--- config.mk ---
export PLATFORM = sky130hd
export DESIGN_NAME = pad_multitap
export DESIGN_NICKNAME = d
export VERILOG_FILES = /design/src/pce_io_pkg.sv /design/src/pad_multitap.sv
export SDC_FILE = /design/constraint.sdc
export NUM_CORES = 1
export LEC_CHECK = 0
export ABC_CLOCK_PERIOD_IN_PS = 6000
export BUFFER_PORTS_ARGS = -buffer_cell sky130_fd_sc_hd__buf_2
export CAP_MARGIN = 10
export CORE_MARGIN = 3
export CORE_UTILIZATION = 35
export DETAILED_ROUTE_END_ITERATION = 6
export PLACE_DENSITY = 0.71
export SKIP_CTS_REPAIR_TIMING = 1
export SYNTH_ARGS = -nofsm -noshare
export SYNTH_HDL_FRONTEND = slang
export SYNTH_SLANG_ARGS = --single-unit
--- constraint.sdc ---
create_clock -name clk_sys_42_95 -period 6 [get_ports clk_sys_42_95]
set_clock_uncertainty 0.2 [all_clocks]
set_input_delay 1.2 -clock clk_sys_42_95 [delete_from_list [all_inputs] [get_ports clk_sys_42_95]]
set_output_delay 1.2 -clock clk_sys_42_95 [all_outputs]
set_load 0.1 [all_outputs]
--- src/pce_io_pkg.sv ---
`default_nettype none

package pce_io_pkg;

  // one pad, msb first
  // b6 b5 b4 b3 start select b2 b1 up down left right
  // a set bit means pressed
  typedef logic [11:0] pad_buttons_t;

  // active low, handed back to the core as joy_in
  typedef logic [3:0] pad_nibble_t;

  // host download stream, byte addressed words
  typedef logic [23:0] rom_addr_t;
  typedef logic [15:0] rom_word_t;

  // backup ram seen as 2K bytes by the core
  typedef logic [10:0] bram_byte_addr_t;
  // and as 1K words by the save path
  typedef logic [9:0] bram_word_addr_t;

  // header write after reset, then normal service
  typedef enum logic {
    init_header,
    init_done
  } bram_init_e;

  // address[23:4] blocks that hold the populous title string
  // one per header layout (with and without copier header)
  localparam logic [19:0] POP_SIG_BASE_A = 20'h212;
  localparam logic [19:0] POP_SIG_BASE_B = 20'h1f2;

  // "PO" "PU" "LO" "US"
  // expected at block offsets 6, 8, 10 and 12
  localparam rom_word_t POP_SIG_WORDS [4] = '{
    16'h4F50,
    16'h5550,
    16'h4F4C,
    16'h5355
  };

  // "HUBM" followed by 0x00881080, low byte first in each word
  localparam logic [15:0] BRAM_HEADER [4] = '{
    16'h5548,
    16'h4D42,
    16'h8800,
    16'h8010
  };

endpackage

`default_nettype wire

--- src/pad_multitap.sv ---
`timescale 1ns/1ns
`default_nettype none

module pad_multitap
  import pce_io_pkg::*;
#(
  parameter int NUM_PADS = 4
) (
  input wire clk_sys_42_95,
  input wire rst_n,
  input wire pad_buttons_t [NUM_PADS-1:0] pads,
  // joy_out[0], selects the nibble and clocks the tap
  input wire pad_sel,
  // joy_out[1], rewinds the tap to port 0
  input wire pad_clr,
  input wire multitap_en,
  input wire six_button_en,
  output pad_nibble_t pad_nibble
);

  // word the core reads from one pad, active low
  // [3:0] run/sel/II/I, [7:4] dpad, [11:8] III..VI, [15:12] zero
  function automatic logic [15:0] pad_word(pad_buttons_t b);
    logic [3:0] dpad;
    // left, down, right, up
    dpad = {b[1], b[2], b[0], b[3]};
    return {4'h0, ~b[11:8], ~dpad, ~b[7:4]};
  endfunction

  logic [15:0] port_word [8];
  logic [2:0] port_q;
  logic high_buttons;
  logic sel_q;
  logic clr_q;
  logic sel_rise;
  logic clr_rise;
  logic [1:0] nib_sel;

  // one word per tap port
  for (genvar p = 0; p < 8; p++) begin : g_port
    if (p < NUM_PADS) begin : g_pad
      assign port_word[p] = pad_word(pads[p]);
    end else if (p <= 4) begin : g_empty
      // unplugged pad reads as nothing pressed
      assign port_word[p] = pad_word('0);
    end else begin : g_beyond
      // ports the tap does not have
      assign port_word[p] = 16'h0FFF;
    end
  end

  assign sel_rise = pad_sel & ~sel_q;
  assign clr_rise = pad_clr & ~clr_q;

  // second pair of nibbles only in 6-button phase
  assign nib_sel = {high_buttons, pad_sel};

  always_ff @(posedge clk_sys_42_95 or negedge rst_n) begin
    if (!rst_n) begin
      sel_q <= 1'b0;
      clr_q <= 1'b0;
      port_q <= 3'd0;
      high_buttons <= 1'b0;
      pad_nibble <= '0;
    end else begin
      sel_q <= pad_sel;
      clr_q <= pad_clr;
      if (pad_clr) begin
        // clear held, the core sees all lines low
        port_q <= 3'd0;
        pad_nibble <= '0;
        // 6-button pads alternate between the two halves per clear
        if (clr_rise) begin
          high_buttons <= ~high_buttons & six_button_en;
        end
      end else begin
        pad_nibble <= port_word[port_q][{nib_sel, 2'b00} +: 4];
        // tap steps on each select edge, stops at the last port
        if (sel_rise && multitap_en && port_q != 3'd7) begin
          port_q <= port_q + 3'd1;
        end
      end
    end
  end

  // once the scan has run off the end it stays there until the next clear
  assert property (@(posedge clk_sys_42_95) disable iff (!rst_n)
    (port_q == 3'd7 && !pad_clr) |=> port_q == 3'd7)
    else $error("multitap port counter wrapped past port 7");

endmodule

`default_nettype wire

==> flow_metrics.tcl <==
set metrics [dict create \
    status "completed" \
    cts_buffer_depth 2 \
    cp.buffers_inverters 0 \
    synthMuxAreaShare_pct 34.02 \
    path_class "reg -> reg" \
    grt_usage_pct 15.02 \
    initialDrtViolationCount 4 \
    reg2reg_depth 5 \
    fin_crit_sh_pct 42.76 \
    nNetsFinal 183 \
    cts.sinks 10 \
    synth_nets 126 \
    synth_fa_ha_area_share_pct 3.150 \
    fp.dieH_microns 53.65 \
    initial_utilization_pct 38.53 \
    synthSimpleGateAreaFrac_pct 12.28 \
    reg2reg_to "port_q[1]" \
    drc 0 \
    io_pins 58 \
    cts-root-buf "clkbuf_4" \
    fin_ws_ns 3.435 \
    worstHoldPathCells 2 \
    worst-path-max-fanout 16 \
    via_per_inst 5.289 \
    grt_overflow_total 0 \
    hold_viol 0 \
    critPathMostFrequentCell "ha_1" \
    finalNonFillerCells 152 \
    synth_xor_area_share_pct 1.102 \
    fillCellCount 192 \
    synthesis.yosys.warnings 0 \
    netlist_area_sq_um 794.5 \
    crit_chain "ha_1 -> ha_1 -> nor4bb_1 -> mux2i_1 -> nor2_1" \
    end_kind "register" \
    drive_gt1_share_pct 52.80 \
    clk_pin_slew_ns 0.06 \
    clock.fmax_ghz 0.3898 \
    dp_cells 149 \
    rr_startpoint "port_q[0]" \
    r2r_slack_ns 3.43 \
    io_buffers 57 \
    cp_slowest_cell "nor4bb_1" \
    insertedDiodeCount 0 \
    final_max_slew_viol_count 0 \
    cts_tree "built" \
    ys_ff_latch 10 \
    die_area_sq_um 2878 \
    cap_viol_max_count 0 \
    syn_area_per_cell_sq_um 11.35 \
    power_density_nw_per_um2 175.2 \
    grt_pass1_vias 718 \
    hold_path_startpoint "clr_q" \
    setup_viol 0 \
    whs_endpoint "high_buttons" \
    worstMarginPinSlew_ns 0.7864 \
    syn_inst 70 \
    hpwlAfterDp_mm 1.748 \
    drt-total-wl_mm 2.025 \
    final_antenna_net_count 0 \
    setup_tns_ns 0 \
    required_ns 5.96 \
    pre_cts_ws_ns 3.357 \
    grt_pass1_wl_mm 3.098 \
    core_sq_um 2062 \
    synth_compound_area_share_pct 13.86 \
    die_x_microns 53.65 \
    arrival_ns 2.52 \
    period_needed_ns 2.565 \
    grt_max_degree 17 \
    row_count 16 \
    irDropWorstVdd_mv 0.1089 \
    vias 804 \
    max_stage_delay_ns 0.69 \
    relSlewSlack_pct 46.86 \
    cts_buffers 3 \
    wl_per_cell_microns 13.32 \
    critical_path.top_delay_family "simple AND/OR/NAND/NOR gates" \
    synth.distinct_cells 22 \
    startpoint_type "register" \
    yosysSeqAreaShare_pct 31.50 \
    antenna_found_initial 0 \
    gp_congestion 0.7842 \
    synth_top_family_by_area "multiplexers" \
    rsz0062_at_grt "false" \
    h-tree-depth 1 \
    min_path_type "reg -> reg" \
    clk_latency_ns 0.27 \
    p_leak_uw 0.0005084 \
    syn_to_final_growth_pct 39.37 \
    drt_pass1_iterations 4 \
]
==> stage by stage <==
step	utilization [%]	total power, uW	hold slack, ns	cell area, sq um
after detailed placement	52.61	150.0	0.2770	1085
after global routing	53.70	206.1	0.3382	1107
after CTS	53.70	196.4	0.3029	1107
after global placement	52.61	148.9	0.2866	1085
final	53.70	194.0	0.2956	1107
after floorplan	-	124.9	0.2573	794.5
==> worst max path at each step <==
stage | start | end | depth (start not counted)
after global routing | port_q[0] | port_q[2] | 5
after CTS | port_q[0] | port_q[1] | 5
after floorplan | pads[43] | pad_nibble[3] | 3
after global placement | pads[42] | pad_nibble[2] | 4
final | port_q[0] | port_q[1] | 5
after detailed placement | pad_sel | port_q[1] | 4
==> sequential cells by signal, indices dropped and copies added (netlist names) <==
| name | cells |
|---|---|
| clr_q | 1 |
| sel_q | 1 |
| high_buttons | 1 |
| pad_nibble | 4 |
| port_q | 3 |
==> worst reg2reg max path: stages (launching register included) <==
cell and delay [ns]:
dfrtp_1 0.67, ha_1 0.37, ha_1 0.19, nor4bb_1 0.69
mux2i_1 0.27, nor2_1 0.05
==> cell usage after synthesis <==
cell       n  share of area [%]
and2_1     1               0.79
o21ai_0    2                1.3
buf_6      1                1.4
clkbuf_1   2               0.95
or4_1      4                3.8
nand3b_1   1               0.95
nor3b_1    1               0.95
dfrtp_1   10                 31
nor2b_1    1               0.79
nor4bb_1   1                1.3
buf_2      2                1.3
nand2b_1   1               0.79
mux2i_1   18                 23
a221oi_1   4                4.4
xnor2_1    1                1.1
o221ai_1   4                4.4
nor2_1     3                1.4
ha_1       2                3.1
or2_2      2                1.6
o211ai_1   4                3.8
inv_1      1               0.47
mux4_2     4                 11
==> report_power, final <==
| part | switching, uW | total, uW | internal [uW] |
|---|---|---|---|
| Combinational | 40.4 | 69.1 | 28.7 |
| Clock | 22.7 | 45.9 | 23.2 |
| Sequential | 6.26 | 78.9 | 72.7 |
==> area by class of cell <==
cell class                      count  area, sq um  share of cell area, %
Tap cell                           27        33.78                  3.051
Sequential cell                    10        250.2                  22.60
Multi-Input combinational cell     54        511.7                  46.21
Clock buffer                        3        22.52                  2.034
Timing Repair Buffer               57        285.3                  25.76
Inverter                            1        3.754                 0.3390
==> layout by cell type (no fill, tap or decap) <==
master	synthesis	layout
buf_2	2	57
mux2i_1	18	18
dfrtp_1	10	10
a221oi_1	4	4
o221ai_1	4	4
mux4_2	4	4
or4_1	4	4
o211ai_1	4	4
nor2_1	3	3
clkbuf_4	0	3
or2_2	2	2
o21ai_0	2	2
ha_1	2	2
nor2b_1	1	1
and2_1	1	1
nand2b_1	1	1
nor3b_1	1	1
nor4bb_1	1	1
nand3b_1	1	1
inv_1	1	1
xnor2_1	1	1
==> routing by layer <==
layer	part of all wire (%)	track usage, %	wire length (microns)	vias to the layer above
met5	0	0	0	-
met3	8.0	4.432	162	2
met4	1.1	5.106	22	0
li1	-	-	-	396
met1	40	18.15	813	374
met2	51	25.31	1026	32
==> kinds of logic after synthesis <==
kind of cell,count (synthesis)
DFF,10
xor gates and xnor gates,1
AOI/OAI and AO/OA,14
muxes,22
buffers and inverters,6
adders and majority gates,2
and+or+nand+nor,15
Note: power is estimated with default switching activity, not from simulation.
