**src/pce_io_pkg.sv**
```systemverilog
`default_nettype none

package pce_io_pkg;

  // one pad, msb first
  // b6 b5 b4 b3 start select b2 b1 up down left right
  // a set bit means pressed
  typedef logic [11:0] pad_buttons_t;

  // active low, handed back to the core as joy_in
  typedef logic [3:0] pad_nibble_t;

  // host download stream, byte addressed words
  typedef logic [23:0] rom_addr_t;
  typedef logic [15:0] rom_word_t;

  // backup ram seen as 2K bytes by the core
  typedef logic [10:0] bram_byte_addr_t;
  // and as 1K words by the save path
  typedef logic [9:0] bram_word_addr_t;

  // header write after reset, then normal service
  typedef enum logic {
    init_header,
    init_done
  } bram_init_e;

  // address[23:4] blocks that hold the populous title string
  // one per header layout (with and without copier header)
  localparam logic [19:0] POP_SIG_BASE_A = 20'h212;
  localparam logic [19:0] POP_SIG_BASE_B = 20'h1f2;

  // "PO" "PU" "LO" "US"
  // expected at block offsets 6, 8, 10 and 12
  localparam rom_word_t POP_SIG_WORDS [4] = '{
    16'h4F50,
    16'h5550,
    16'h4F4C,
    16'h5355
  };

  // "HUBM" followed by 0x00881080, low byte first in each word
  localparam logic [15:0] BRAM_HEADER [4] = '{
    16'h5548,
    16'h4D42,
    16'h8800,
    16'h8010
  };

endpackage

`default_nettype wire

```
**src/cart_loader.sv**
```systemverilog
`timescale 1ns/1ns
`default_nettype none

module cart_loader
  import pce_io_pkg::*;
(
  input wire clk_sys_42_95,
  input wire rst_n,
  input wire cart_download,
  input wire ioctl_wr,
  input wire rom_word_t ioctl_data,
  input wire swap_en,
  input wire rom_wr_ready,
  output logic ioctl_ready,
  output logic rom_wr_valid,
  output rom_addr_t rom_wr_addr,
  output rom_word_t rom_wr_data,
  output logic rom_header,
  output logic rom_populous,
  output logic [11:0] rom_size
);

  // bit order reversed in each byte, bytes exchanged
  // i.e. the whole word mirrored
  function automatic rom_word_t swap_word(rom_word_t d);
    rom_word_t r;
    for (int i = 0; i < 16; i++) begin
      r[i] = d[15 - i];
    end
    return r;
  endfunction

  logic dl_q;
  logic wr_q;
  logic dl_rise;
  logic wr_rise;
  logic wr_fall;
  logic capture;
  logic wr_done;
  rom_addr_t addr_q;
  rom_word_t word;
  // one flag per layout, indexed by address bit 13 on check
  logic [1:0] populous_q;
  logic sig_block;
  logic sig_hit;
  logic [1:0] sig_idx;
  logic sig_mismatch;

  assign dl_rise = cart_download & ~dl_q;
  assign wr_rise = ioctl_wr & ~wr_q;
  assign wr_fall = ~ioctl_wr & wr_q;

  // new download restart wins over a strobe in the same cycle
  assign capture = wr_rise & ~dl_rise;
  assign wr_done = rom_wr_valid & rom_wr_ready;

  assign word = swap_en ? swap_word(ioctl_data) : ioctl_data;

  // populous title check
  assign sig_block = (addr_q[23:4] == POP_SIG_BASE_A) ||
                     (addr_q[23:4] == POP_SIG_BASE_B);

  always_comb begin
    sig_hit = sig_block;
    sig_idx = 2'd0;
    case (addr_q[3:0])
      4'd6: sig_idx = 2'd0;
      4'd8: sig_idx = 2'd1;
      4'd10: sig_idx = 2'd2;
      4'd12: sig_idx = 2'd3;
      default: sig_hit = 1'b0;
    endcase
  end

  assign sig_mismatch = sig_hit && (word != POP_SIG_WORDS[sig_idx]);

  always_ff @(posedge clk_sys_42_95 or negedge rst_n) begin
    if (!rst_n) begin
      dl_q <= 1'b0;
      wr_q <= 1'b0;
      addr_q <= '0;
      populous_q <= 2'b11;
      rom_wr_valid <= 1'b0;
    end else begin
      dl_q <= cart_download;
      wr_q <= ioctl_wr;
      if (dl_rise) begin
        addr_q <= '0;
        populous_q <= 2'b11;
      end else if (capture) begin
        if (sig_mismatch) begin
          populous_q[addr_q[13]] <= 1'b0;
        end
      end else if (wr_fall) begin
        // next word once the host drops the strobe
        addr_q <= addr_q + 24'd2;
      end
      // single entry, host is held off while it is full
      if (capture) begin
        rom_wr_valid <= 1'b1;
      end else if (wr_done) begin
        rom_wr_valid <= 1'b0;
      end
    end
  end

  // address sampled before the falling-edge increment
  always_ff @(posedge clk_sys_42_95) begin
    if (capture) begin
      rom_wr_addr <= addr_q;
      rom_wr_data <= word;
    end
  end

  assign ioctl_ready = ~rom_wr_valid;

  // bit 9 set means the image starts with a 512-byte copier header
  assign rom_header = addr_q[9];
  assign rom_populous = populous_q[addr_q[9]];
  assign rom_size = addr_q[23:12];

  // memory controller may stall, the word must not move under it
  assert property (@(posedge clk_sys_42_95) disable iff (!rst_n)
    (rom_wr_valid && !rom_wr_ready) |=> ($stable(rom_wr_addr) && $stable(rom_wr_data)))
    else $error("rom write word changed while stalled");

  // host side of the back-pressure contract
  assert property (@(posedge clk_sys_42_95) disable iff (!rst_n)
    (ioctl_wr && !wr_q) |-> ioctl_ready)
    else $error("ioctl_wr raised while ioctl_ready was low");

endmodule

`default_nettype wire

```
**config.mk**
```make
export PLATFORM = sky130hd
export DESIGN_NAME = cart_loader
export DESIGN_NICKNAME = d
export VERILOG_FILES = /design/src/pce_io_pkg.sv /design/src/cart_loader.sv
export SDC_FILE = /design/constraint.sdc
export NUM_CORES = 1
export LEC_CHECK = 0
export ABC_AREA = 0
export BUFFER_PORTS_ARGS = -buffer_cell sky130_fd_sc_hd__buf_2
export CAP_MARGIN = 5
export CORE_MARGIN = 2
export CORE_UTILIZATION = 55
export CTS_CLUSTER_DIAMETER = 150
export CTS_CLUSTER_SIZE = 25
export DETAILED_ROUTE_END_ITERATION = 8
export PLACE_DENSITY = 0.81
export SETUP_SLACK_MARGIN = 0.4
export SYNTH_ARGS = -nofsm -noshare
export SYNTH_HDL_FRONTEND = slang
export SYNTH_SLANG_ARGS = --single-unit
export TNS_END_PERCENT = 5
```
**constraint.sdc**
```tcl
create_clock -name clk_sys_42_95 -period 11 [get_ports clk_sys_42_95]
set_clock_uncertainty 0.2 [all_clocks]
set_input_delay 0.55 -clock clk_sys_42_95 [delete_from_list [all_inputs] [get_ports clk_sys_42_95]]
set_output_delay 0.55 -clock clk_sys_42_95 [all_outputs]
set_load 0.02 [all_outputs]
```
==> metrics.txt <==
Synth Register Bits 67; drt drc 0; placed inst area 3470 um2; number of enable flip-flop cells after synthesis 39; I/O Pins ~80; ant diodes 0; final number of hold-violating endpoints 0; Primary FF master, synth edfxtp_1; Power Total about 500 uW; CP Class register to register; via count 2,115; min-delay worst type primary input to async pin; flop2flop setup slack 8.47 ns; met2 Use GR 30.6%; status finished, final reports clean; Placer Congestion about 0.8; post-route cell area 3630 um2; final max-slew violation count 0; vias in the first global route 1,978; setup TNS 0 ns; grt peak-use layer met2; most frequent cells in the layout buf_2 (76), edfxtp_1 (39), dfrtp_1 (26); share of cells above drive strength 1 roughly 36%; synth unique cells 47; required time worst endpoint 11.06 ns; Final nets between 300 and 400; RSZ-0062 raised after global routing false; LEAKAGE 1.55 nW; hpwl dp 4.15 mm; commonest non-fill, non-tap cell in the layout buf_2; wire length of the first global-routing pass 9.45 mm; CORE AREA 5510 um2; CP Launch Type register; DRT Wirelength 5.67 mm; Worst EP arrival 2.58 ns; Critical R2R Launch addr_q[2]$_DFFE_PN0P_; met3 usage 3.96%; Detailed Route Iter0 Violations 160; M1 GR Usage 27.1%; critical path launch point addr_q[2]$_DFFE_PN0P_; Synth Net Count 272; RR Endpoint addr_q[23]$_DFFE_PN0P_; worst rel slew slack 57.3%; fin crit period 2.53 ns; cell count of the worst reg-to-reg path 6; setup violators final 0; Pre-antenna DRT Iters 4; routed len/inst between 10 and 15 um; Die Height 79.4 um; CP Capture Type register; total die area 6310 um2; antenna-violating nets left 0; peak supply drop 0.0766 mV; Initial Utilization 56.8%; Syn Area/Cell 12.6 um2; final period utilization 23.0%; H-tree Lvls 3; Hold-fix buffers, CTS 0; Worst-Margin Slew 0.641 ns; Via density 5.40; antenna violations before repair 0; Cell Area, Synth 3130 um2; Fmax roughly 0.40 GHz; Crit Path Max Fanout 11; register area share after synthesis 59.9%; Clock Tree Buf Depth 2; setup bufs post-CTS 0; TritonCTS clock tree yes; die width 79.4 um; Setup crit end addr_q[23]$_DFFE_PN0P_; CTS Sinks 67; grt ovf 0; Power Dens Cells 137 nW/um2; CTS Buf Count 9; GRT Util Overall 20.0%; PortBufs 76; clk root buf clkbuf_8; row cnt 27; clock transition at the registers of the reported paths 0.07 ns; Clock Latency Late Sink ~0.34 ns; warnings from Yosys 0; ys async rst share 41.8%; Max-Cap Viols 0; Layout area overhead 16.0%; largest net degree at the start of global routing 29; Resize count post-CTS 0; Mapped Cells roughly 250
[per-stage QoR]
step | setup WS [ns] | cells | hold WS, ns | utilization, %
floorplan | 6.12 | 249 | 0.0544 | -
global placement | 8.34 | 377 | 0.301 | 63.0
detailed placement | 8.26 | 377 | 0.306 | 63.0
CTS | 8.52 | 392 | 0.0438 | 65.9
global route | 8.28 | 392 | 0.0868 | 65.9
finish | 8.47 | 392 | 0.0324 | 65.9
[synth_stat cells, types with 2 or more instances]
| cell | count | area [um2] |
|---|---|---|
| edfxtp_1 | 39 | 1170 |
| dfrtp_1 | 26 | 651 |
| nor2_1 | 22 | 82.6 |
| nand2_1 | 17 | 63.8 |
| mux2_2 | 15 | 169 |
| buf_4 | 14 | 105 |
| xnor2_1 | 11 | 96.3 |
| xor2_1 | 9 | 78.8 |
| inv_1 | 8 | 30.0 |
| or3_1 | 7 | 43.8 |
| nand3_1 | 6 | 30.0 |
| o21ai_0 | 6 | 30.0 |
| nand2b_1 | 5 | 31.3 |
| nand4_1 | 5 | 31.3 |
| nor4_1 | 5 | 31.3 |
| nor4b_1 | 5 | 43.8 |
| clkbuf_1 | 4 | 15.0 |
| nor3_1 | 4 | 20.0 |
| a21oi_1 | 3 | 15.0 |
| and3_1 | 3 | 18.8 |
| buf_2 | 3 | 15.0 |
| and4_1 | 2 | 17.5 |
| buf_6 | 2 | 22.5 |
| dfstp_2 | 2 | 52.6 |
| mux2i_1 | 2 | 20.0 |
| nor2b_1 | 2 | 12.5 |
| o32a_1 | 2 | 20.0 |
[metal layers]
metal	part of all wire [%]	vias up	wire, um
met1	44	1024	2520
met4	1.9	0	110
met5	0	-	0
met3	4.7	8	269
li1	-	1022	-
met2	49	61	2770
[area by class of cell]
class,instances,area [um2]
repair buffers,79,403
flip-flops and latches,67,1870
fillers,411,1880
well taps,72,90.1
inverters,8,30.0
clock inverters,3,15.0
multi-input cells,151,1070
clock buffers,12,145
[how the worst min path moves through the flow]
stage                           endpoint                       from  slack, ns
2_1_floorplan     addr_q[10]$_DFFE_PN0P_                      rst_n       0.05
3_3_place_gp   populous_q[1]$_DFFE_PN1P_  populous_q[1]$_DFFE_PN1P_       0.30
3_5_place_dp   populous_q[1]$_DFFE_PN1P_  populous_q[1]$_DFFE_PN1P_       0.31
4_1_cts           addr_q[13]$_DFFE_PN0P_                      rst_n       0.04
5_1_grt           addr_q[22]$_DFFE_PN0P_                      rst_n       0.09
6_report          addr_q[13]$_DFFE_PN0P_                      rst_n       0.03
[registers in the layout, indices dropped and copies added (netlist names)]
name and flops:
rom_wr_valid 1, wr_q 1, dl_q 1, addr_q 23, populous_q 2, rom_wr_data 16, rom_wr_addr 23
[worst max-delay path, stage by stage (launching register included)]
cell      delay [ns]
dfrtp_1         0.54
ha_1            0.26
nand4b_1        0.22
nor4_4          0.56
nand3_1         0.17
or3_1           0.33
a21oi_1         0.16
[kinds of logic after synthesis]
| kind of cell | after synthesis | synth area share, % |
|---|---|---|
| compound gates | 18 | 3.96 |
| simple gates | 92 | 16.8 |
| mux | 19 | 7.20 |
| xor+xnor | 20 | 5.60 |
| buf+inv | 31 | 6.00 |
| flops | 67 | 59.9 |
| other cells | 1 | 0.120 |
| fa+ha+maj | 1 | 0.400 |
[power breakdown]
part	total, mW	switching [mW]	internal [mW]
Clock	0.169	0.0834	0.0856
Combinational	0.0450	0.0268	0.0183
Sequential	0.283	0.00800	0.275
Total	0.497	0.118	0.379
No activity file was read; power rests on OpenSTA's default activity.
